## src/design/countdownTimer.sv

```systemverilog
/* loadable down-counter with done flag, count type set by parameter */

`timescale 1ns/1ns

module countdownTimer #(
	parameter type CountT = logic [15:0]
) (
	input logic Clock,
	input logic Reset_L,
	input logic load,	// load on next clock
	input CountT loadValue,
	output logic done	// high while count is zero
);

	CountT count;

	always_ff @(posedge Clock or negedge Reset_L) begin
		if (!Reset_L) begin
			count <= CountT'(0);
		end else if (load) begin
			count <= loadValue;
		end else if (count != CountT'(0)) begin
			count <= count - CountT'(1);	// stops at zero
		end
	end

	assign done = (count == CountT'(0));

endmodule

```

## config.mk

```make
export PLATFORM = sky130hd
export DESIGN_NAME = countdownTimer
export DESIGN_NICKNAME = d
export VERILOG_FILES = /design/src/design/countdownTimer.sv
export SDC_FILE = /design/constraint.sdc
export NUM_CORES = 1
export LEC_CHECK = 0
export BUFFER_PORTS_ARGS = -buffer_cell sky130_fd_sc_hd__buf_2
export CAP_MARGIN = 25
export CELL_PAD_IN_SITES_DETAIL_PLACEMENT = 1
export CELL_PAD_IN_SITES_GLOBAL_PLACEMENT = 1
export CORE_MARGIN = 2
export CORE_UTILIZATION = 32
export CTS_BUF_LIST = sky130_fd_sc_hd__clkbuf_4
export DETAILED_ROUTE_END_ITERATION = 7
export PLACE_DENSITY_LB_ADDON = 0.1
export SLEW_MARGIN = 40
export SYNTH_ARGS = -nofsm -noshare
export SYNTH_HDL_FRONTEND = slang
export SYNTH_SLANG_ARGS = --single-unit
```

## constraint.sdc

```tcl
create_clock -name Clock -period 2 [get_ports Clock]
set_input_delay 0.4 -clock Clock [delete_from_list [all_inputs] [get_ports Clock]]
set_output_delay 0.4 -clock Clock [all_outputs]
set_load 0.02 [all_outputs]
```

Word-level counts from Yosys, hierarchy flattened. Index checks and enable logic that the tools add are counted.

Output and inout port bits: 1. Logic and storage cells: 7. Register bits after elaboration: 16. Bits of input ports: 19.

Multiplexer cells: 2. Reduce and logical (&&, ||, !) cells: 3. $add $sub $neg: 1.

Operators by type and width (count): 2-to-1 mux 16 bit (2); zero test 16 bit (1); nonzero test 16 bit (1); subtractor 16 x 1 -> 16 bit (second input constant) (1); nonzero test 2 bit (1).

Longest topological paths before layout. Gate-level depths: netlist of the first run.

Word-level depth: 3. Depth in mapped cells: 7. Depth with buffers taken out: 6.

Least setup slack after synthesis of the first run. OpenSTA, ideal clock, no wires.

Path type: register to output. Start point: register count[0] (netlist name). End point: output port done. Cell stages (with the launch flop): 6. Required time: 1600 ps. Setup slack: 159 ps. Path buffers: 0. Arrival time: 1441 ps. Path through: dfrtp_1 inv_1 ha_1 nor3b_4 nand3_2 nor2_1.

Word-level cells in the longest chain between the ends: 1.

Ends and longest elaborated chain: start, declared (line 15) `CountT count;`; start signal, assigned (line 19) `count <= CountT'(0);`; start signal, assigned (line 21) `count <= loadValue;`; start signal, assigned (line 23) `count <= count - CountT'(1);`; zero test 16 bit (line 27) `assign done = (count == CountT'(0));`; end, declared (line 12) `output logic done`.

Every way passes these cells.

Final worst setup path of the first run.
Start point: register count[1] (netlist name). End point: output port done.

The elaborated chain is that of the path after synthesis.

==> results.md, run 1 <==
* I/O pin count at 20
* Required time worst endpoint at 1.60 ns
* Outcome: completed
* Synth area leaders: dfrtp_1, xnor2_1, o211a_1
* Min cycle time layout at 1.91 ns
* Slew Limit Fails at 0
* Largest net degree at the start of global routing at 23
* Compound-gate portion of the synthesized area at 0.168
* Yosys reg bits at 16
* CP peak stage delay at 0.41 ns
* CTS Buf Count at 3
* Worst skew pair latency at ~0.3 ns
* Area delta synth->final at 28.2%
* DRC errors left at 0
* Die width at 60.1 µm
* Layout Nets at 156
* Seq/Total Area, Yosys at 0.398
* Hold WC Path Type: in -> async
* Asr flop ratio synth at 1.00
* Max Freq at 0.522 GHz
* Overflow after GRT at 0
* Total power at 0.792 mW
* Area of the multi-input gates at ~600 µm²
* Post-Place Setup Slack at 0.131 ns
* Post-synthesis cell area at 0.00101 mm²
* Rel. slew slack at 0.730
* Ant. Diodes at 0
* Clock buffer depth at 2
* RSZ-0062 raised after global routing: true
* Share of cells above drive strength 1 at 0.341
* Synth Area per Inst at 9.67 µm²
* Detail Route Antenna Nets at 0
* Initial Util at 0.332
* Fin crit share at 0.957
* CP Launch Point: count[1]
* Clk_skew at 0.00361 ns
* Syn. warnings at 0
* Initial DRC count at 21
* Post-synthesis cell type count at 35
* Vias in the first global route at 936
* Max_cap viols at 0
* First-pass GRT wire length at 4430 µm
* Hold Fails Final Rpt at 0
* Clk root buf: clkbuf_4
* H-tree depth at 1
* Worst Max-Slew Pin Slew at a little over 0.4 ns
* CORE AREA at ~0.003 mm²
* First-pass DRT Iterations at 6
* Reg with most FFs: count
* Drt total wl at 2600 µm
* CP Launch Type: flip-flop
* Hold bufs inserted after CTS at 0
* Largest regs: count (16)
* Post-Synth Adder-Cell Area at 0.0124
* Final worst setup slack at 0.0858 ns
* Worst setup EP type: output pin
* Port Buffer Count at 19
* Hold Slack at 0.00878 ns
* Post-synth top area share at 0.398
* Max IR drop VDD at between 300 and 400 µV
* Cell with the most instances after synthesis: dfrtp_1
* Critical path's slowest cell: dfrtp_1
* Post-synthesis mux area share at 0.00995
* # clock sinks at 16
* Worst reg2reg startpoint: count[1]
* Power Density at about 600 mW/mm²
* Die area at 0.00361 mm²
* Post-synthesis simple-gate area fraction at 0.313
* Primary FF master, synth: dfrtp_1
* Worst Setup Path Type: reg -> out
* DR vias at 912
* Routability cong. at 0.738
* Post-route setup TNS at 0 ns
* Synth Area in XOR/XNOR at 0.0697
* Largest family of logic cells by synthesized area: simple AND/OR/NAND/NOR gates
* DP HPWL at 1890 µm
* Post-Syn Nets at 124
* Synth top cells by count: dfrtp_1, nand2_1, nand2b_1
* Wirelength per Cell at 14.5 µm
* Avg Vias per Cell at 5.09
* Worst-path fanout max at 2
* Worst endpoint data arrival time at ~1.5 ns
* CP Cell Sequence: inv_2, ha_4, nor3b_4, nand3_2, nor2_2, buf_6
* CTS tree: built
* Number of synthesized flops with an enable pin at 0
* CTS clock-pin slew for the worst setup and hold paths at 0.11 ns
* Top cell type by total area after synthesis: dfrtp_1
* Cells after synthesis at 104
* Die height at 60.1 µm
* Dpl cells at 167
* Storage element area at 402 µm²
* Largest register FFs at 16
* Fillcell total at roughly 380
* Row cnt at 20
* Initial antenna violation count at 0
* Gr usage total at 0.171
* Final Setup Violations at 0
* Leak at 0.541 nW
* Final cell count without fillers at 179
final timing paths:
path / depth (start not counted) / end / slack (ns)
max reg2reg: 8 / count[1] / 0.15
min: 1 / count[6] / 0.009
min reg2reg: 2 / count[6] / 0.64
min in group Clock: 3 / count[2] / 0.30
max in group asynchronous: 1 / count[11] / 1.68
max: 6 / done / 0.09
timing repair:
| item | 4_1_cts | 5_1_grt |
|---|---|---|
| buffers inserted | 4 | 4 |
| endpoints found under the setup margin | 1 | 3 |
| resized for setup | 4 | 5 |
| pin swaps | 0 | 2 |
layer usage:
layer,track usage,vias up,routed length (µm)
met3,0.0325,4,78
met4,0.0762,0,43
met5,0,-,0
met2,0.293,14,1380
met1,0.205,452,1100
li1,-,442,-
stage by stage:
stage,utilization,instance area (µm²)
floorplan,-,1010
global placement,0.387,1170
detailed placement,0.387,1170
CTS,0.411,1240
global route,0.426,1290
finish,0.426,1290
where the power goes:
group / switching, mW / leakage (nW) / internal (mW)
clock network: 0.118 / 0.0154 / 0.0728
registers: 0.0466 / 0.186 / 0.358
logic: 0.0883 / 0.339 / 0.108
total: 0.253 / 0.541 / 0.539
area by class of cell:
type,count,area share
multi-input cells,81,0.466
flip-flops and latches,16,0.311
repair buffers,32,0.154
well taps,44,0.0427
clock buffers,3,0.0175
inverters,2,0.00582
clock inverters,1,0.00291
placed cells by master (no fill, tap or decap), types with 2 or more instances in the layout:
cell,synthesis,layout
a21oi_1,3,3
nand4b_1,2,2
dfrtp_1,16,15
o211a_1,6,6
o21ai_0,5,5
nand4_1,2,2
a221o_1,2,2
clkbuf_4,0,3
buf_2,2,18
inv_2,0,2
nand2b_1,9,9
buf_4,0,13
xnor2_1,8,8
o31a_1,2,2
nor2b_1,3,3
nor3_1,4,4
nand3_1,2,2
nand2_1,11,11
nor4_4,1,2
nor2_1,4,3
cells by family (layout without fill, tap and decap cells):
logic type	count (synthesis)	count (layout)
buffers and inverters	7	38
multiplexers	1	1
AND/OR/NAND/NOR	49	49
XOR/XNOR	8	8
AO/OA/AOI/OAI	22	22
flip-flops	16	16
adder cells (fa/ha/maj)	1	1
critical path, delay by kind of cell, from the launching register on:
| family | cells | cell delay [ns] |
|---|---|---|
| flops | 1 | 0.41 |
| fa+ha+maj | 1 | 0.14 |
| simple gates | 3 | 0.46 |
| buf+inv | 2 | 0.21 |
Power figures use the tool's default switching activity.
==> run 2: changes to the inputs <==
SETUP_SLACK_MARGIN = 0.4   (was default)
==> results.md, run 2 (same netlist as run 1, synthesis figures left out) <==
* Reg power frac at 0.509 (was 0.512)
* Internal power at 0.552 mW (was 0.539 mW)
* Gr usage total at 0.169 (was 0.171)
* Ant. Diodes at 0 (unchanged)
* Die width at 60.1 µm (unchanged)
* Setup slack, reg-to-reg at 0.14 ns (was 0.15 ns)
* Worst Max-Slew Pin Slew at 0.599 ns (was 0.405 ns)
* CTS clock-pin slew for the worst setup and hold paths at 0.09 ns (was 0.11 ns)
* Avg Vias per Cell at 5.03 (was 5.09)
* Worst endpoint data arrival time at 1.47 ns (was 1.51 ns)
* Commonest non-fill, non-tap cell in the layout: buf_4 (was buf_2)
* Largest net degree at the start of global routing at 35 (was 23)
* Clock buffer depth at 2 (unchanged)
* Required time worst endpoint at 1.60 ns (about the same)
* DP HPWL at 1740 µm (was 1890 µm)
* H-tree depth at 1 (unchanged)
* R2r endpoint: count[5] (was count[1])
* Clk root buf: clkbuf_4 (unchanged)
* Row cnt at 20 (unchanged)
* Reg with most FFs: count (unchanged)
* Post-route setup TNS at 0 ns (unchanged)
* Worst reg-to-reg path cell count at 8 (unchanged)
* Overflow after GRT at 0 (unchanged)
* I/O pin count at 20 (unchanged)
* CP endpoint: done (unchanged)
* Layout Nets at 163 (was 156)
* Largest regs: count (16) (unchanged)
* Drt total wl at 2690 µm (was 2600 µm)
* Die area at 0.00361 mm² (unchanged)
* CTS tree: built (unchanged)
* Storage element area at 402 µm² (unchanged)
* Largest register FFs at 16 (unchanged)
* Max Freq at 0.534 GHz (was 0.522 GHz)
* Fin crit share at 0.937 (was 0.957)
* Leak at 0.578 nW (was 0.541 nW)
* Final Cell Area at 0.00138 mm² (was 0.00129 mm²)
* Worst Setup Path Type: reg -> out (unchanged)
* Clk_skew at 0.000994 ns (was 0.00361 ns)
* Clock power share at 0.213 (was 0.241)
* Logic gate share of total power at 0.277 (was 0.248)
* Hold WC Path Type: in -> async (unchanged)
* DR vias at 930 (was 912)
* Hold Fails Final Rpt at 0 (unchanged)
* Outcome: completed (unchanged)
* Share of cells above drive strength 1 at 0.418 (was 0.341)
* Worst skew pair latency at 0.28 ns (was 0.30 ns)
* Rel. slew slack at 0.600 (was 0.730)
* Worst reg2reg startpoint: count[0] (was count[1])
* First-pass GRT wire length at 4420 µm (was 4430 µm)
* Worst setup EP type: output pin (unchanged)
* Routability cong. at 0.737 (was 0.738)
* CORE AREA at 0.00303 mm² (unchanged)
* Hold Slack at 0.0211 ns (was 0.00878 ns)
* RSZ-0062 raised after global routing: true (unchanged)
* Initial Util at 0.332 (unchanged)
* CTS Buf Count at 3 (unchanged)
* Die height at 60.1 µm (unchanged)
* P_sw at 0.245 mW (was 0.253 mW)
* Detail Route Antenna Nets at 0 (unchanged)
* CP Launch Type: flip-flop (unchanged)
* Port Buffer Count at 19 (unchanged)
* # clock sinks at 16 (unchanged)
* Vias in the first global route at 980 (was 936)
* First-pass DRT Iterations at 4 (was 6)
* Fillcell total at 363 (was 375)
* Commonest cells after routing, fill and taps aside: buf_4, buf_2, dfrtp_1 (was buf_2, dfrtp_1, buf_4)
* Power Density at 579 mW/mm² (was 614 mW/mm²)
* Placed Instance Area at 0.00118 mm² (was 0.00117 mm²)
* Initial DRC count at 23 (was 21)
* Max IR drop VDD at 271 µV (was 319 µV)
* Sw Share at 0.307 (was 0.319)
* Worst-path fanout max at 2 (unchanged)
* Min cycle time layout at 1.87 ns (was 1.91 ns)
* Area delta synth->final at 36.8% (was 28.2%)
* Wirelength per Cell at 14.6 µm (was 14.5 µm)
* Final Setup Violations at 0 (unchanged)
* Slew Limit Fails at 0 (unchanged)
* Initial antenna violation count at 0 (unchanged)
* DRC errors left at 0 (unchanged)
* Max_cap viols at 0 (unchanged)
* Area of the multi-input gates at 634 µm² (was 601 µm²)
* CP Launch Point: count[0] (was count[1])
run 2: cell types whose count changed in the layout (fill, tap and decap cells not counted), sizes merged:
cell / previous run / this run
clkinv: 1 / 0
buf: 32 / 39
run 2: critical path, stage by stage, from the launching register on:
cell and delay [ns]:
dfrtp_1 0.41, inv_2 0.09, ha_4 0.13, nor3b_4 0.21, nand3_2 0.12, nor2_2 0.12
buf_6 0.12
run 2: routing by layer:
layer,up-vias,global-route usage,share of wire
met3,6,0.0411,0.038
met2,21,0.306,0.52
met4,0,0.0508,0.025
met5,-,0,0
li1,453,-,-
met1,450,0.195,0.41
run 2: metrics by stage:
| step | utilization | power [mW] | setup WS, ns | std cells |
|---|---|---|---|---|
| after floorplan | - | 0.513 | 0.186 | 104 |
| after global placement | 0.388 | 0.570 | 0.156 | 166 |
| after detailed placement | 0.388 | 0.576 | 0.0908 | 166 |
| after CTS | 0.438 | 0.789 | 0.103 | 180 |
| after global routing | 0.455 | 0.858 | 0.0562 | 185 |
| final | 0.455 | 0.798 | 0.126 | 185 |
run 2: final cells by class:
cell class | count | area share
inverter | 2 | 0.00545
multi-input combinational | 81 | 0.461
timing repair buffer | 39 | 0.185
sequential | 16 | 0.292
tap | 44 | 0.0400
clock buffer | 3 | 0.0164
run 2: worst min path at each step:
| stage | startpoint | to | slack (ns) | cells after the start |
|---|---|---|---|---|
| 2_1_floorplan | Reset_L | count[0] | 0.10 | 0 |
| 3_3_place_gp | Reset_L | count[4] | 0.34 | 1 |
| 3_5_place_dp | Reset_L | count[4] | 0.34 | 1 |
| 4_1_cts | Reset_L | count[4] | 0.03 | 1 |
| 5_1_grt | Reset_L | count[5] | 0.01 | 1 |
| 6_report | Reset_L | count[4] | 0.02 | 1 |
run 2: what timing repair did:
item | 4_1_cts | 5_1_grt
setup endpoints to repair | 16 | 17
resized for setup | 11 | 4
buffers inserted | 11 | 5
pin swaps | 4 | 9
hold buffers | 0 | 0
run 2: power by group through the flow:
stage	logic, mW	clock network [mW]	registers (mW)
2_1_floorplan	0.112	0	0.401
3_3_place_gp	0.161	0	0.410
3_5_place_dp	0.165	0	0.411
4_1_cts	0.205	0.178	0.407
5_1_grt	0.245	0.202	0.411
6_report	0.221	0.170	0.406
==> run 3: changes to the inputs <==
RECOVER_POWER = 50   (was default)
==> results.md, run 3 (same netlist as run 1, synthesis figures left out) <==
* Outcome: completed (unchanged)
* Initial antenna violation count at 0 (unchanged)
* Met3 WL post-DR at 102 µm (was 103 µm)
* CP Launch Point: count[0] (unchanged)
* Worst Setup Path Type: reg -> out (unchanged)
* Delay-heaviest family, CP: simple AND/OR/NAND/NOR gates (unchanged)
* CP Launch Type: flip-flop (unchanged)
* Final cell count without fillers at 185 (unchanged)
* Rel. slew slack at 0.386 (was 0.600)
* Power Density at 580 mW/mm² (was 579 mW/mm²)
* R2r endpoint: count[5] (unchanged)
* Die area at 0.00361 mm² (unchanged)
* Worst skew pair latency at 0.28 ns (about the same)
* Commonest non-fill, non-tap cell in the layout: buf_4 (unchanged)
* Largest regs: count (16) (unchanged)
* Final Setup Violations at 0 (unchanged)
* Layout Utilization at 0.454 (was 0.455)
* Worst reg-to-reg path cell count at 8 (unchanged)
* Clock power share at 0.213 (about the same)
* CTS clock-pin slew for the worst setup and hold paths at 0.09 ns (about the same)
* Min cycle time layout at 1.87 ns (unchanged)
* Slew Limit Fails at 0 (unchanged)
* Fillcell total at 361 (was 363)
* CP endpoint: done (unchanged)
* Worst reg2reg startpoint: count[0] (unchanged)
* Hold WC Path Type: in -> async (unchanged)
* Max_cap viols at 0 (unchanged)
* H-tree depth at 1 (unchanged)
* Largest register FFs at 16 (unchanged)
* Max Freq at 0.534 GHz (unchanged)
* CORE AREA at 0.00303 mm² (unchanged)
* Overflow after GRT at 0 (unchanged)
* Share of cells above drive strength 1 at 0.411 (was 0.418)
* Fin crit share at 0.937 (unchanged)
* Detail Route Antenna Nets at 0 (unchanged)
* Dpl cells at 166 (unchanged)
* # clock sinks at 16 (unchanged)
* Clock buffer depth at 2 (unchanged)
* Setup slack, reg-to-reg at 0.14 ns (about the same)
* First-pass GRT wire length at 4420 µm (unchanged)
* Required time worst endpoint at 1.60 ns (about the same)
* Area delta synth->final at 36.7% (was 36.8%)
* I/O pin count at 20 (unchanged)
* RSZ-0062 raised after global routing: true (unchanged)
* DP HPWL at 1740 µm (unchanged)
* Die width at 60.1 µm (unchanged)
* Sw Share at 0.308 (was 0.307)
* Largest net degree at the start of global routing at 35 (unchanged)
* Wirelength per Cell at 14.5 µm (was 14.6 µm)
* Worst Max-Slew Pin Slew at 0.921 ns (was 0.599 ns)
* Post-Place Setup Slack at 0.0908 ns (unchanged)
* Logic gate share of total power at 0.277 (about the same)
* CP peak stage delay at 0.41 ns (about the same)
* Vias in the first global route at 980 (unchanged)
* Routability cong. at 0.737 (unchanged)
* Worst endpoint data arrival time at 1.47 ns (about the same)
* DR vias at 930 (unchanged)
* Avg Vias per Cell at 5.03 (unchanged)
* P_sw at 0.245 mW (about the same)
* Hold bufs inserted after CTS at 0 (unchanged)
* Row cnt at 20 (unchanged)
* DRC errors left at 0 (unchanged)
* Critical path buffer and inverter count at 2 (unchanged)
* Final worst setup slack at 0.126 ns (unchanged)
* CP Cell Sequence: inv_2, ha_4, nor3b_4, nand3_2, nor2_2, buf_6 (unchanged)
* Worst setup EP type: output pin (unchanged)
* CTS Buf Count at 3 (unchanged)
* Post-route setup TNS at 0 ns (unchanged)
* Reg with most FFs: count (unchanged)
* Metal2 WL at 1400 µm (unchanged)
* Max IR drop VDD at 271 µV (unchanged)
* Worst-path fanout max at 2 (unchanged)
* Hold Fails Final Rpt at 0 (unchanged)
* Critical path's slowest cell: dfrtp_1 (unchanged)
* Port Buffer Count at 19 (unchanged)
* Internal power at 0.552 mW (about the same)
* Top layer reached by signal wires: met4 (unchanged)
* Clk_skew at 0.000994 ns (unchanged)
* CTS tree: built (unchanged)
* Initial Util at 0.332 (unchanged)
* Ant. Diodes at 0 (unchanged)
* Reg power frac at 0.510 (was 0.509)
* Commonest cells after routing, fill and taps aside: buf_4, buf_2, dfrtp_1 (unchanged)
* Leak at 0.575 nW (was 0.578 nW)
* Drt total wl at 2690 µm (about the same)
* First-pass DRT Iterations at 4 (unchanged)
* Gr usage total at 0.169 (unchanged)
* Layout Nets at 163 (unchanged)
* Clk root buf: clkbuf_4 (unchanged)
* Die height at 60.1 µm (unchanged)
* Critical Path Stages at 6 (unchanged)
* Met1 WL at 1120 µm (about the same)
* Initial DRC count at 23 (unchanged)
run 3: cell types whose count changed in the layout (fill, tap and decap cells not counted), sizes merged:
cell	delta
clkbuf	+1
buf	-1
run 3: how the worst min path moves through the flow:
| stage | startpoint | to | slack (ns) | cells after the start |
|---|---|---|---|---|
| after floorplan | Reset_L | count[0] | 0.10 | 0 |
| after global placement | Reset_L | count[4] | 0.34 | 1 |
| after detailed placement | Reset_L | count[4] | 0.34 | 1 |
| after CTS | Reset_L | count[4] | 0.03 | 1 |
| after global routing | Reset_L | count[5] | 0.25 | 1 |
| final | Reset_L | count[4] | 0.22 | 1 |
run 3: final cells by class:
cell class	count	area (µm²)	area share
inverter	2	7.51	0.00546
clock buffer	3	22.5	0.0164
multi-input combinational	81	634	0.461
tap	44	55.1	0.0400
timing repair buffer	39	254	0.185
sequential	16	402	0.292
run 3: power by group through the flow:
| stage | clock network, mW | registers [mW] | logic [mW] |
|---|---|---|---|
| 2_1_floorplan | 0 | 0.401 | 0.112 |
| 3_3_place_gp | 0 | 0.410 | 0.161 |
| 3_5_place_dp | 0 | 0.411 | 0.165 |
| 4_1_cts | 0.178 | 0.407 | 0.205 |
| 5_1_grt | 0.202 | 0.411 | 0.245 |
| 6_report | 0.170 | 0.406 | 0.221 |
run 3: repair_timing:
item                       in CTS  in global routing
setup endpoints to repair      16                 17
gates resized for setup        11                  4
buffers inserted               11                  5
pin swaps                       4                  9
cloned                          0                  0
run 3: metrics by stage:
| step | hold WS [ns] | area, µm² | total power, mW |
|---|---|---|---|
| finish | 0.218 | 1380 | 0.797 |
| global route | 0.253 | 1380 | 0.858 |
| CTS | 0.0259 | 1330 | 0.789 |
| detailed placement | 0.339 | 1180 | 0.576 |
| global placement | 0.343 | 1180 | 0.570 |
| floorplan | 0.104 | 1020 | 0.513 |
run 3: metal layers:
metal	up-vias	global-route usage
met5	-	0
met4	0	0.0508
met3	6	0.0411
met2	21	0.306
met1	450	0.195
li1	453	-
