## config.mk

```make
export PLATFORM = sky130hd
export DESIGN_NAME = sdramSequencer
export DESIGN_NICKNAME = d
export VERILOG_FILES = /design/src/design/sdramPkg.sv /design/src/design/sdramSequencer.sv
export SDC_FILE = /design/constraint.sdc
export NUM_CORES = 1
export LEC_CHECK = 0
export ABC_AREA = 1
export BUFFER_PORTS_ARGS = -buffer_cell sky130_fd_sc_hd__buf_2
export CAP_MARGIN = 40
export CELL_PAD_IN_SITES_DETAIL_PLACEMENT = 0
export CELL_PAD_IN_SITES_GLOBAL_PLACEMENT = 1
export CORE_ASPECT_RATIO = 0.7
export CORE_MARGIN = 8
export CORE_UTILIZATION = 30
export DETAILED_ROUTE_END_ITERATION = 8
export MAX_ROUTING_LAYER = met4
export PLACE_DENSITY_LB_ADDON = 0.1
export SLEW_MARGIN = 10
export SYNTH_ARGS = -nofsm -noshare
export SYNTH_HDL_FRONTEND = slang
export SYNTH_SLANG_ARGS = --single-unit
```

## constraint.sdc

```tcl
create_clock -name Clock -period 4.1 [get_ports Clock]
set_input_delay 0.82 -clock Clock [delete_from_list [all_inputs] [get_ports Clock]]
set_output_delay 0.82 -clock Clock [all_outputs]
set_load 0.01 [all_outputs]
```

## src/design/sdramPkg.sv

```systemverilog
/* shared types and constants for the 68000 SDRAM controller
   command encodings, sequencer states, address widths and mode word */

package sdramPkg;

	//////////////////////////////////////////////////
	// widths
	//////////////////////////////////////////////////

	localparam int CpuAddrBits = 32;	// 68000 address bus as seen by the controller
	localparam int RowBits = 13;	// 8192 rows
	localparam int ColBits = 10;	// 1024 columns
	localparam int BankBits = 2;	// 4 banks
	localparam int DataBits = 16;	// x16 device

	localparam int PowerCountBits = 16;	// power-up and CAS wait timer
	localparam int RefreshCountBits = 9;	// refresh interval timer

	// A10 selects all banks on precharge, auto-precharge on read/write
	localparam int PrechargeBit = 10;

	// CAS latency 2, burst length 1, single location writes
	localparam logic [RowBits-1:0] ModeWord = 13'h220;

	//////////////////////////////////////////////////
	// commands as {CKE, CS_L, RAS_L, CAS_L, WE_L}
	//////////////////////////////////////////////////

	typedef logic [4:0] sdramCmdT;

	localparam sdramCmdT cmdPowerUp = 5'b00000;	// CKE and CS low while powering up
	localparam sdramCmdT cmdNop = 5'b10111;
	localparam sdramCmdT cmdPrechargeAll = 5'b10010;	// needs A10 high
	localparam sdramCmdT cmdRefresh = 5'b10001;	// auto-refresh
	localparam sdramCmdT cmdActivate = 5'b10011;	// row on addr, bank on BA
	localparam sdramCmdT cmdReadAp = 5'b10101;	// column on addr, A10 high
	localparam sdramCmdT cmdWriteAp = 5'b10100;	// column on addr, A10 high
	localparam sdramCmdT cmdModeSet = 5'b10000;	// mode word on addr, BA zero

	//////////////////////////////////////////////////
	// sequencer states
	//////////////////////////////////////////////////

	typedef enum logic [4:0] {
		stInit,	// load power-up timer
		stPowerWait,	// hold CKE low until timer done
		stFirstNop,
		stPrecharge,	// precharge all before init refreshes
		stPrechargeNop,
		stInitRefresh,
		stInitRefreshNop,	// three NOPs after each init refresh
		stModeSet,
		stModeNop,
		stInitLoadTimer,	// first refresh interval
		stIdle,
		stRefPrecharge,	// periodic refresh sequence
		stRefNop,
		stRefresh,
		stRefNopCycle,
		stRefLoadTimer,
		stWriteDram,	// row open, waiting for data strobes
		stWriteWait,
		stReadDram,	// issue read with auto-precharge
		stReadWait,	// CAS latency, latch open
		stCpuWait	// hold dtack until strobes rise
	} seqStateT;

endpackage

```

## src/design/sdramSequencer.sv

```systemverilog
/* command sequencer for SDRAM init, periodic refresh and 68000 accesses
   state register, init refresh counter and NOP counter */

`timescale 1ns/1ns

module sdramSequencer
	import sdramPkg::*;
#(
	parameter int PowerUpCycles = 5000,
	parameter int RefreshInterval = 375,
	parameter int InitRefreshes = 8,
	parameter int CasLatency = 2
) (
	input logic Clock,
	input logic Reset_L,
	input logic [CpuAddrBits-1:0] Address,
	input logic DramSelect_L,
	input logic AS_L,
	input logic WE_L,
	input logic UDS_L,
	input logic LDS_L,
	input logic powerDone,	// power/CAS timer at zero
	input logic refreshDue,	// refresh timer at zero
	output logic powerLoad,
	output logic [PowerCountBits-1:0] powerValue,
	output logic refreshLoad,
	output logic [RefreshCountBits-1:0] refreshValue,
	output sdramCmdT nextCmd,
	output logic [RowBits-1:0] nextAddr,
	output logic [BankBits-1:0] nextBank,
	output logic nextWriteEn,
	output logic nextLatchEn,
	output logic nextDtack_L,
	output logic nextResetOut_L
);

	localparam int RefCountBits = $clog2(InitRefreshes + 1);
	localparam logic [RowBits-1:0] PrechargeAllAddr = RowBits'(1) << PrechargeBit;

	seqStateT state;
	seqStateT nextState;
	logic [RefCountBits-1:0] refCount;	// init refreshes issued so far
	logic [2:0] nopCount;	// NOPs issued in the current wait state
	logic [RowBits-1:0] rowAddr;
	logic [RowBits-1:0] colAddr;
	logic [BankBits-1:0] cpuBank;
	logic strobeLow;	// either data strobe asserted

	//////////////////////////////////////////////////
	// address mapping
	//////////////////////////////////////////////////

	assign rowAddr = Address[ColBits+RowBits:ColBits+1];	// A23..A11
	assign cpuBank = Address[ColBits+RowBits+BankBits:ColBits+RowBits+1];	// A25..A24
	assign strobeLow = !UDS_L || !LDS_L;

	always_comb begin
		colAddr = '0;
		colAddr[ColBits-1:0] = Address[ColBits:1];	// word address, A0 unused
		colAddr[PrechargeBit] = 1'b1;	// auto-precharge
	end

	//////////////////////////////////////////////////
	// state and counters
	//////////////////////////////////////////////////

	always_ff @(posedge Clock or negedge Reset_L) begin
		if (!Reset_L) begin
			state <= stInit;
		end else begin
			state <= nextState;
		end
	end

	always_ff @(posedge Clock or negedge Reset_L) begin
		if (!Reset_L) begin
			refCount <= '0;
		end else if (state == stInitRefresh) begin
			refCount <= refCount + RefCountBits'(1);	// only counts during init
		end
	end

	always_ff @(posedge Clock or negedge Reset_L) begin
		if (!Reset_L) begin
			nopCount <= '0;
		end else if (state == stInitRefreshNop || state == stModeNop ||
				state == stRefNopCycle) begin
			nopCount <= nopCount + 3'd1;
		end else begin
			nopCount <= '0;	// fresh count on each entry
		end
	end

	//////////////////////////////////////////////////
	// next state and outputs
	//////////////////////////////////////////////////

	always_comb begin
		nextState = state;
		nextCmd = cmdNop;	// NOP unless a state says otherwise
		nextAddr = '0;
		nextBank = '0;
		nextWriteEn = 1'b0;
		nextLatchEn = 1'b0;
		nextDtack_L = 1'b1;
		nextResetOut_L = 1'b1;	// CPU runs once init is over
		powerLoad = 1'b0;
		powerValue = '0;
		refreshLoad = 1'b0;
		refreshValue = '0;

		case (state)
			stInit: begin
				nextCmd = cmdPowerUp;
				nextResetOut_L = 1'b0;
				powerLoad = 1'b1;
				powerValue = PowerCountBits'(PowerUpCycles);
				nextState = stPowerWait;
			end
			stPowerWait: begin
				nextCmd = cmdPowerUp;	// CKE stays low
				nextResetOut_L = 1'b0;
				if (powerDone) nextState = stFirstNop;
			end
			stFirstNop: begin
				nextResetOut_L = 1'b0;
				nextState = stPrecharge;
			end
			stPrecharge: begin
				nextCmd = cmdPrechargeAll;
				nextAddr = PrechargeAllAddr;
				nextResetOut_L = 1'b0;
				nextState = stPrechargeNop;
			end
			stPrechargeNop: begin
				nextResetOut_L = 1'b0;
				nextState = stInitRefresh;
			end
			stInitRefresh: begin
				nextCmd = cmdRefresh;
				nextResetOut_L = 1'b0;
				nextState = stInitRefreshNop;
			end
			stInitRefreshNop: begin
				nextResetOut_L = 1'b0;
				if (nopCount >= 3'd2) begin	// third NOP
					if (refCount < RefCountBits'(InitRefreshes)) nextState = stInitRefresh;
					else nextState = stModeSet;
				end
			end
			stModeSet: begin
				nextCmd = cmdModeSet;
				nextAddr = ModeWord;	// BA stays zero
				nextResetOut_L = 1'b0;
				nextState = stModeNop;
			end
			stModeNop: begin
				nextResetOut_L = 1'b0;
				if (nopCount >= 3'd2) nextState = stInitLoadTimer;
			end
			stInitLoadTimer: begin
				nextResetOut_L = 1'b0;
				refreshLoad = 1'b1;
				refreshValue = RefreshCountBits'(RefreshInterval);
				nextState = stIdle;
			end
			stIdle: begin
				if (refreshDue) begin	// refresh beats a new access
					nextState = stRefPrecharge;
				end else if (!DramSelect_L && !AS_L) begin
					nextCmd = cmdActivate;
					nextAddr = rowAddr;
					nextBank = cpuBank;
					nextState = WE_L ? stReadDram : stWriteDram;
				end
			end
			stRefPrecharge: begin
				nextCmd = cmdPrechargeAll;
				nextAddr = PrechargeAllAddr;
				nextState = stRefNop;
			end
			stRefNop: nextState = stRefresh;
			stRefresh: begin
				nextCmd = cmdRefresh;
				nextState = stRefNopCycle;
			end
			stRefNopCycle: begin
				if (nopCount >= 3'd2) nextState = stRefLoadTimer;	// fourth NOP follows
			end
			stRefLoadTimer: begin
				refreshLoad = 1'b1;
				refreshValue = RefreshCountBits'(RefreshInterval);
				nextState = stIdle;
			end
			stWriteDram: begin
				if (strobeLow) begin	// CPU data now valid
					nextCmd = cmdWriteAp;
					nextAddr = colAddr;
					nextBank = cpuBank;
					nextWriteEn = 1'b1;
					nextDtack_L = 1'b0;
					nextState = stWriteWait;
				end
			end
			stWriteWait: begin
				nextWriteEn = 1'b1;	// hold data one more cycle
				nextDtack_L = 1'b0;
				nextState = stCpuWait;
			end
			stReadDram: begin
				nextCmd = cmdReadAp;
				nextAddr = colAddr;
				nextBank = cpuBank;
				powerLoad = 1'b1;	// reuse power timer for CAS wait
				powerValue = PowerCountBits'(CasLatency - 1);
				nextState = stReadWait;
			end
			stReadWait: begin
				nextLatchEn = 1'b1;
				nextDtack_L = 1'b0;
				if (powerDone) nextState = stCpuWait;
			end
			stCpuWait: begin
				if (strobeLow) nextDtack_L = 1'b0;	// bus cycle still running
				else nextState = stIdle;
			end
			default: nextState = stInit;
		endcase
	end

endmodule

```

## Yosys cells after proc, flatten, opt, wreduce, memory -nomap -nowiden

Cells that the tools add are included.

| storage, ports and cells | value |
|---|---|
| flip-flop bits (word level) | 12 |
| bits of input ports | 41 |
| output and inout port bits | 51 |
| word-level logic and storage cells | 88 |

| cells by class | value |
|---|---|
| mux-type cells | 35 |
| order comparisons | 2 |
| reductions and logical operators | 18 |
| equal/unequal tests | 28 |
| add/sub/neg operators | 2 |

Operators with widths:

| operator | number |
|---|---|
| case mux 5 bit (20 select lines) | 1 |
| case mux 13 bit (5 select lines) | 1 |
| 2-to-1 mux 5 bit | 9 |
| == test 5 x 4 -> 1 bit, second input constant | 8 |
| case mux 5 bit (7 select lines) | 1 |
| 2-to-1 mux 13 bit | 2 |
| case mux 13 bit (2 select lines) | 1 |
| == test 5 bit, second input constant | 5 |
| == test 5 x 3 -> 1 bit, second input constant | 4 |
| OR reduction 2 bit | 7 |
| 2-to-1 mux 2 bit | 6 |
| 2-to-1 mux 11 bit | 1 |
| == test 5 x 2 -> 1 bit, second input constant | 2 |
| OR reduction 10 bit | 1 |
| 2-to-1 mux 3 bit | 3 |
| 2-to-1 mux 9 bit | 1 |
| != test 2 bit, second input constant | 4 |
| AND reduction 8 bit | 1 |
| 2-to-1 mux 1 bit | 6 |
| != test 2 x 1 -> 1 bit, second input constant | 3 |
| case mux 2 bit (3 select lines) | 1 |
| == test 5 x 1 -> 1 bit, second input constant | 1 |
| zero test 5 bit | 1 |
| adder 4 x 1 -> 4 bit, second input constant | 1 |
| 8 further kinds | 14 |

## Longest topological paths before layout

Gate-level depths: netlist of the first run.

| logic depth | value |
|---|---|
| word-level depth | 5 |
| gate-level depth with buffers | 10 |
| depth with buffers taken out | 9 |

## Worst setup path after synthesis of the first run

No wires, ideal clock.

| path | value |
|---|---|
| kind | input to output |
| from | input port AS_L |
| to | output port nextAddr[11] |
| buffers on the path | 0 |
| arrival time | 1.639 ns |
| stages | 5 |
| setup slack | 1.641 ns |
| required time | 3.280 ns |
| cell sequence | nor2_1 > inv_1 > nor3_4 > inv_1 > nor3b_1 |

| on the way | value |
|---|---|
| word-level cells in the longest chain between the ends | 5 |

RTL lines:

| element | line | text |
|---|---|---|
| start: declaration | sdramSequencer.sv:18 | `input logic AS_L,` |
| zero test 1 bit | sdramSequencer.sv:170 | `end else if (!DramSelect_L && !AS_L) begin` |
| logical AND 1 bit | sdramSequencer.sv:170 |  |
| 2-to-1 mux 13 bit | sdramSequencer.sv:170 |  |
| 2-to-1 mux 13 bit | sdramSequencer.sv:168 | `if (refreshDue) begin` |
| case mux 13 bit (5 select lines) | sdramSequencer.sv:112 | `case (state)` |
| end: declaration | sdramSequencer.sv:29 | `output logic [RowBits-1:0] nextAddr,` |

No other way between the ends.

## Worst setup path in the final report of the first run

| path | value |
|---|---|
| from | register state[4] |
| to | output port nextAddr[11] |

| on the way | value |
|---|---|
| word-level cells in the longest chain between the ends | 3 |
| elaborated cells between the ends (all ways) | 8 |
| those cells by class | eq/ne (6); mux (1); reduce/logical (1) |

RTL lines:

| element | line | text |
|---|---|---|
| start: declaration | sdramSequencer.sv:40 | `seqStateT state;` |
| start signal: assignment | sdramSequencer.sv:69 | `state <= stInit;` |
| start signal: assignment | sdramSequencer.sv:71 | `state <= nextState;` |
| == test 5 x 4 -> 1 bit / == test 5 x 2 -> 1 bit (equally long branches) | sdramSequencer.sv:112 |  |
| OR reduction 2 bit (no line) | - |  |
| case mux 13 bit (5 select lines) * | sdramSequencer.sv:112 |  |

Mark *: on every way between the ends. The rest lies on a longest branch, timed or not.

==> summary.txt, run 1 <==
Logic synthesis
  – Cells after synthesis: between 200 and 250
  – Number of enable flip-flop cells after synthesis: 0
  – Dominant cells by area after synthesis: dfrtp_1, nand2_1, buf_4
  – Leading area contributor after synthesis: dfrtp_1
  – Register bit total from synthesis: 12
  – Sequential share of the synthesized area: 0.203
  – Most common cell in the netlist: nand2_1
  – Post-synth top flop: dfrtp_1
  – Synth warn: 0
  – Post-synth ARST share: 1.00
  – Post-Syn Area: around 1500 um^2
  – Commonest cells in the netlist: nand2_1, nand3_1, buf_4
  – Unique masters post-synth: 30
  – Syn Area/Cell: between 6 and 7 um^2
  – Top cell type's share of synthesized area: 0.203

Final layout
  – Inserted Diodes: 0
  – Share of layout cells above drive strength 1: 0.317
  – Util after Layout: 0.378
  – Final Cell Area: roughly 1800 um^2
  – Final Non-Filler Cells: 359
  – Fillers: about 540
  – Area grow syn2layout: 21.5%
  – Nets: around 330

Route
  – Via count: about 1700
  – 1st-iter DRT viols: 132
  – Via-per-instance ratio: approximately 4.6
  – Post-DRT Antenna Nets: 0
  – Drt first pass iters: 4
  – DRC violations left: 0
  – Routed length per instance: 13.8 um
  – Total detailed-routing wirelength: slightly below 5000 um

Clocking
  – Clock Latency Late Sink: about 240 ps
  – Clock-pin slew on the worst setup and hold paths: 50 ps
  – Clock Path Buffers: 2
  – Resize count post-CTS: 0
  – H-tree Lvls: 1
  – Number of CTS-inserted buffers: 3
  – Clock sink count: 12
  – CTS root buffer: clkbuf_8
  – CTS tree: done
  – Cts-stage hold buffer count: 0
  – Postcts setup bufs: 0

Worst setup path
  – Critical Path AT: ~2300 ps
  – CP bufs+invs: 2
  – CP endpoint kind: primary output
  – Worst path required time: approximately 3300 ps
  – CP max stage delay: a little over 600 ps
  – WS Path Type: flop to primary output
  – Slowest cell on crit path: dfrtp_1
  – Critical Path Source Type: flop
  – Worst R2R Setup Slack: roughly 2200 ps
  – Critical path's top delay family: simple AND/OR/NAND/NOR gates
  – CP max FO: 18
  – Cell Chain, Critical Path: nor2_4, nand2_4, nor3_4, inv_1, nor3b_1, buf_2

Timing
  – Final Max Slew Viols: 0
  – RSZ-0062 raised after global routing: no
  – Min Tclk post-route: 3070 ps
  – Finish-stage setup viols: 0
  – Hold_ws: about 440 ps
  – TNS Setup: 0 ps
  – Final Skew: ~1.9 ps
  – Hold Violations, Final: 0
  – Fin crit share: 0.748
  – FMAX: between 0.3 and 0.4 GHz
  – Max_slew headroom: 0.555
  – Worst Tran Pin Value: about 670 ps
  – Setup ws final: roughly 1000 ps

GRT
  – Pin count of the biggest net entering global routing: 19
  – Global-route wire length before repair: about 7700 um
  – GR Overflow Total: 0
  – Vias in the first global route: 1624
  – Antenna violations before repair: 0
  – Total track usage: 0.133

Power and ir drop
  – Power Total: ~1.1 mW
  – Leakage: approximately 1.1 nW
  – Pwr Density: about 630 nW/um^2
  – Max VDD drop: approximately 0.27 mV

Place
  – # port buffers: between 70 and 80
  – Cells after DPL: about 360
  – GPL Wtd Cong: about 0.9
  – Placed cell areas: roughly 1700 um^2
  – HPWL after DPL: ~4200 um
  – Pre-CTS setup slack: about 1200 ps

Run
  – Max cap viols: 0

Floorplanning
  – Top Ports: just over 90
  – Die area: approximately 7500 um^2
  – Die height: between 70 and 80 um
  – Core area: 4760 um^2
  – # rows: 21
  – Die extent in x: around 100 um
  – Starting Density: 0.311

Outcome
  – Outcome: finished clean

Hold path
  – Worst Hold Class: flop to flop
[path summary, 6_finish.rpt]
check / from / endpoint / depth (start not counted)
setup reg to reg: state[2]$_DFFE_PN0P_ / state[4]$_DFFE_PN0P_ / 8
hold / removal: nopCount[0]$_DFF_PN0_ / nopCount[0]$_DFF_PN0_ / 1
hold reg to reg: nopCount[0]$_DFF_PN0_ / nopCount[0]$_DFF_PN0_ / 1
setup / recovery: state[4]$_DFFE_PN0P_ / nextAddr[11] / 6
min in group asynchronous: Reset_L / refCount[1]$_DFFE_PN0P_ / 1
max in group asynchronous: Reset_L / state[4]$_DFFE_PN0P_ / 1
[report_power, final]
| part | leakage [nW] | switching (mW) | internal, mW | total [mW] |
|---|---|---|---|---|
| sequential | 0.157 | 0.0696 | 0.163 | 0.232 |
| clock | 0.0288 | 0.0463 | 0.0850 | 0.131 |
| combinational | 0.942 | 0.502 | 0.265 | 0.767 |
| total | 1.13 | 0.617 | 0.513 | 1.13 |
[state kept, by name, summed over array words and instances (netlist names)]
| name | flops |
|---|---|
| nopCount | 3 |
| refCount | 4 |
| state | 5 |
[logic make-up after synthesis]
kind of cell | count (synthesis) | share of synthesized area
AO/OA/AOI/OAI | 18 | 0.0913
buffers and inverters | 54 | 0.217
other | 1 | 0.00253
AND/OR/NAND/NOR | 141 | 0.445
flip-flops | 12 | 0.203
XOR/XNOR | 4 | 0.0237
adder cells (fa/ha/maj) | 2 | 0.0169
[routing by layer]
layer	global-route usage	share of wire
met1	0.181	0.46
met2	0.189	0.44
met3	0.0351	0.096
met4	0.0317	0.0083
met5	-	0
[cells in the final DEF, fill, tap and decap left out, types with 2 or more instances in the layout]
cell type / count
a21oi_1: 2
a22o_1: 8
and3_1: 2
buf_2: 71
clkbuf_8: 4
conb_1: 13
dfrtp_1: 12
ha_1: 2
inv_1: 22
inv_2: 2
nand2_1: 61
nand3_1: 32
nand4_1: 6
nor2_1: 23
nor2_2: 7
nor2_4: 2
nor3b_1: 2
o211ai_1: 3
o21ai_0: 2
xnor2_1: 4
[cell type report]
| type | instances | area [um^2] | area share |
|---|---|---|---|
| clock buffers | 4 | 55.1 | 0.0306 |
| well taps | 69 | 86.3 | 0.0480 |
| repair buffers | 72 | 363 | 0.202 |
| inverters | 24 | 90.1 | 0.0501 |
| flip-flops and latches | 12 | 300 | 0.167 |
| multi-input cells | 178 | 903 | 0.502 |
Note: power is estimated with default switching activity, not from simulation.
==> run 2: changes to the inputs <==
CORE_UTILIZATION = 28   (was 30)
clock period = 3.07 ns   (was 4.1 ns; I/O delays follow)
==> run 2 against run 1 <==
Hold slack got worse by 200 ps; die area increased by 5.8%; combinational power increased by 37%; power increased by 35%; sequential share of layout area decreased by 0.24 points; first-iteration DRC count decreased by 17%; largest power group unchanged; register-to-register slack got worse by 940 ps.
==> summary.txt, run 2 (same netlist as run 1, synthesis figures left out) <==
Worst setup path
  – CP endpoint kind: primary output
  – CP max stage delay: 450 ps (-170 ps)
  – Critical Path Source Type: flop
  – WS Path Type: flop to primary output
  – CP bufs+invs: 1 (-1)
  – CP max FO: 12 (-6)
  – Critical Path AT: 2060 ps (-190 ps)
  – R2R depth: 7 (-1)
  – Critical path's top delay family: compound AO/OA/AOI/OAI gates
  – Worst R2R Setup Slack: 1290 ps (-940 ps)
  – Cell Chain, Critical Path: nor2_2, nand3_1, o21ai_2, a22o_1, buf_2
  – Worst path required time: 2460 ps (-820 ps)
  – Critical path depth: 5 (-1)
  – Slowest cell on crit path: dfrtp_1

Clocking
  – Number of CTS-inserted buffers: 3 (unchanged)
  – Cts-stage hold buffer count: 0 (unchanged)
  – H-tree Lvls: 1 (unchanged)
  – CTS tree: done
  – Clock Latency Late Sink: 240 ps (about the same)
  – Resize count post-CTS: 0 (unchanged)
  – Clock sink count: 12 (unchanged)
  – CTS root buffer: clkbuf_8
  – Clock Path Buffers: 2 (unchanged)
  – Clock-pin slew on the worst setup and hold paths: 50 ps (about the same)
  – Postcts setup bufs: 0 (unchanged)

Final layout
  – Inserted Diodes: 0 (unchanged)
  – Largest registers: state (5), refCount (4), nopCount (3)
  – Commonest cells after routing, fill and taps aside: buf_2, nand2_1, nand3_1, nor2_1, inv_1
  – Most flop-heavy register: state
  – Commonest non-fill, non-tap cell in the layout: buf_2
  – Area grow syn2layout: 23.2%
  – Nets: 337 (+0.90%)
  – Share of layout cells above drive strength 1: 0.324 (+0.00699)
  – Max reg flops: 5 (unchanged)

Timing
  – Max_slew headroom: 0.653 (+0.0986)
  – Setup ws final: 395 ps (-638 ps)
  – Min Tclk post-route: between 2000 and 3000 ps
  – Final Max Slew Viols: 0 (unchanged)
  – Hold Violations, Final: 0 (unchanged)
  – Finish-stage setup viols: 0 (unchanged)
  – Worst Tran Pin Value: 520 ps (-148 ps)
  – TNS Setup: 0 ps (unchanged)
  – Fin crit share: 0.871
  – RSZ-0062 raised after global routing: no
  – FMAX: between 0.3 and 0.4 GHz
  – Final Skew: 3.64 ps (+1.77 ps)

Route
  – Routed length per instance: 13.7 um (-0.75%)
  – DRC violations left: 0 (unchanged)
  – Via count: 1630 (-2.3%)
  – Post-DRT Antenna Nets: 0 (unchanged)
  – 1st-iter DRT viols: 110 (-17%)
  – Total detailed-routing wirelength: 4990 um (+0.91%)
  – Drt first pass iters: 4 (unchanged)
  – Via-per-instance ratio: 4.47 (-3.9%)

Place
  – # port buffers: 71 (unchanged)
  – Pre-CTS setup slack: 651 ps (-513 ps)
  – GPL Wtd Cong: 0.849 (-3.1%)
  – HPWL after DPL: 4210 um (+0.86%)

Floorplanning
  – Core area: 5170 um^2 (+8.8%)
  – Die area: 7910 um^2 (+5.8%)
  – Top Ports: 92 (unchanged)
  – Starting Density: 0.286 (-0.0252)
  – Die extent in x: 103 um (+2.9%)
  – Die height: 76.8 um (+2.8%)
  – # rows: 22 (+4.8%)

Power and ir drop
  – Pwr Density: 834 nW/um^2 (+33%)
  – Leakage: 1.14 nW (+1.4%)
  – Max VDD drop: 0.291 mV (+8.6%)

Hold path
  – Worst Hold Class: primary input to async pin

GRT
  – GR Overflow Total: 0 (unchanged)
  – Vias in the first global route: 1555 (-4.2%)
  – Antenna violations before repair: 0 (unchanged)
  – Pin count of the biggest net entering global routing: 15 (-4)
  – Total track usage: 0.129 (-0.00368)
  – Global-route wire length before repair: 8080 um (+4.5%)

Run
  – Max cap viols: 0 (unchanged)

Outcome
  – Outcome: finished clean
==> run 2: cell type report <==
cell class	count	area [um^2]
fill	600	3350
clock buffer	4	55.1
inverter	24	90.1
sequential	12	300
tap	72	90.1
timing repair buffer	75	385
multi-input combinational	178	903
==> run 2: worst reg2reg max path, cell delays in order, from the launching register on <==
cell and delay (ps):
dfrtp_1 560, buf_4 250, nor2_1 150, buf_4 170, nand2_1 130, inv_1 140, nand4_1 110, xnor2_1 150
==> run 2: final timing paths <==
| kind | start | to |
|---|---|---|
| hold reg to reg | nopCount[0]$_DFF_PN0_ | nopCount[0]$_DFF_PN0_ |
| min in group Clock | nopCount[0]$_DFF_PN0_ | nopCount[0]$_DFF_PN0_ |
| max in group asynchronous | Reset_L | state[0]$_DFFE_PN0P_ |
| setup / recovery | state[0]$_DFFE_PN0P_ | nextAddr[6] |
| setup reg to reg | state[4]$_DFFE_PN0P_ | refCount[3]$_DFFE_PN0P_ |
| hold / removal | Reset_L | refCount[1]$_DFFE_PN0P_ |
==> run 2: per-layer routing <==
layer / wire length, um / global-route usage / share of wire
met3: 426 / 0.0252 / 0.085
met2: 2010 / 0.178 / 0.40
met5: 0 / - / 0
met4: 12 / 0.0101 / 0.0024
met1: 2540 / 0.192 / 0.51
==> run 2: per-stage QoR <==
step           total power, mW  hold slack [ps]  utilization  cells  cell area [um^2]
2_1_floorplan             1.05              318            -    244              1530
3_3_place_gp              1.37              435        0.342    361              1770
3_5_place_dp              1.35              434        0.342    361              1770
4_1_cts                   1.53              251        0.353    365              1820
5_1_grt                   1.69              256        0.353    365              1820
6_report                  1.52              242        0.353    365              1820
==> run 2: report_power, final <==
group | internal, mW | switching [mW] | total, mW
clock | 0.113 | 0.0570 | 0.170
combinational | 0.368 | 0.679 | 1.05
sequential | 0.217 | 0.0867 | 0.304
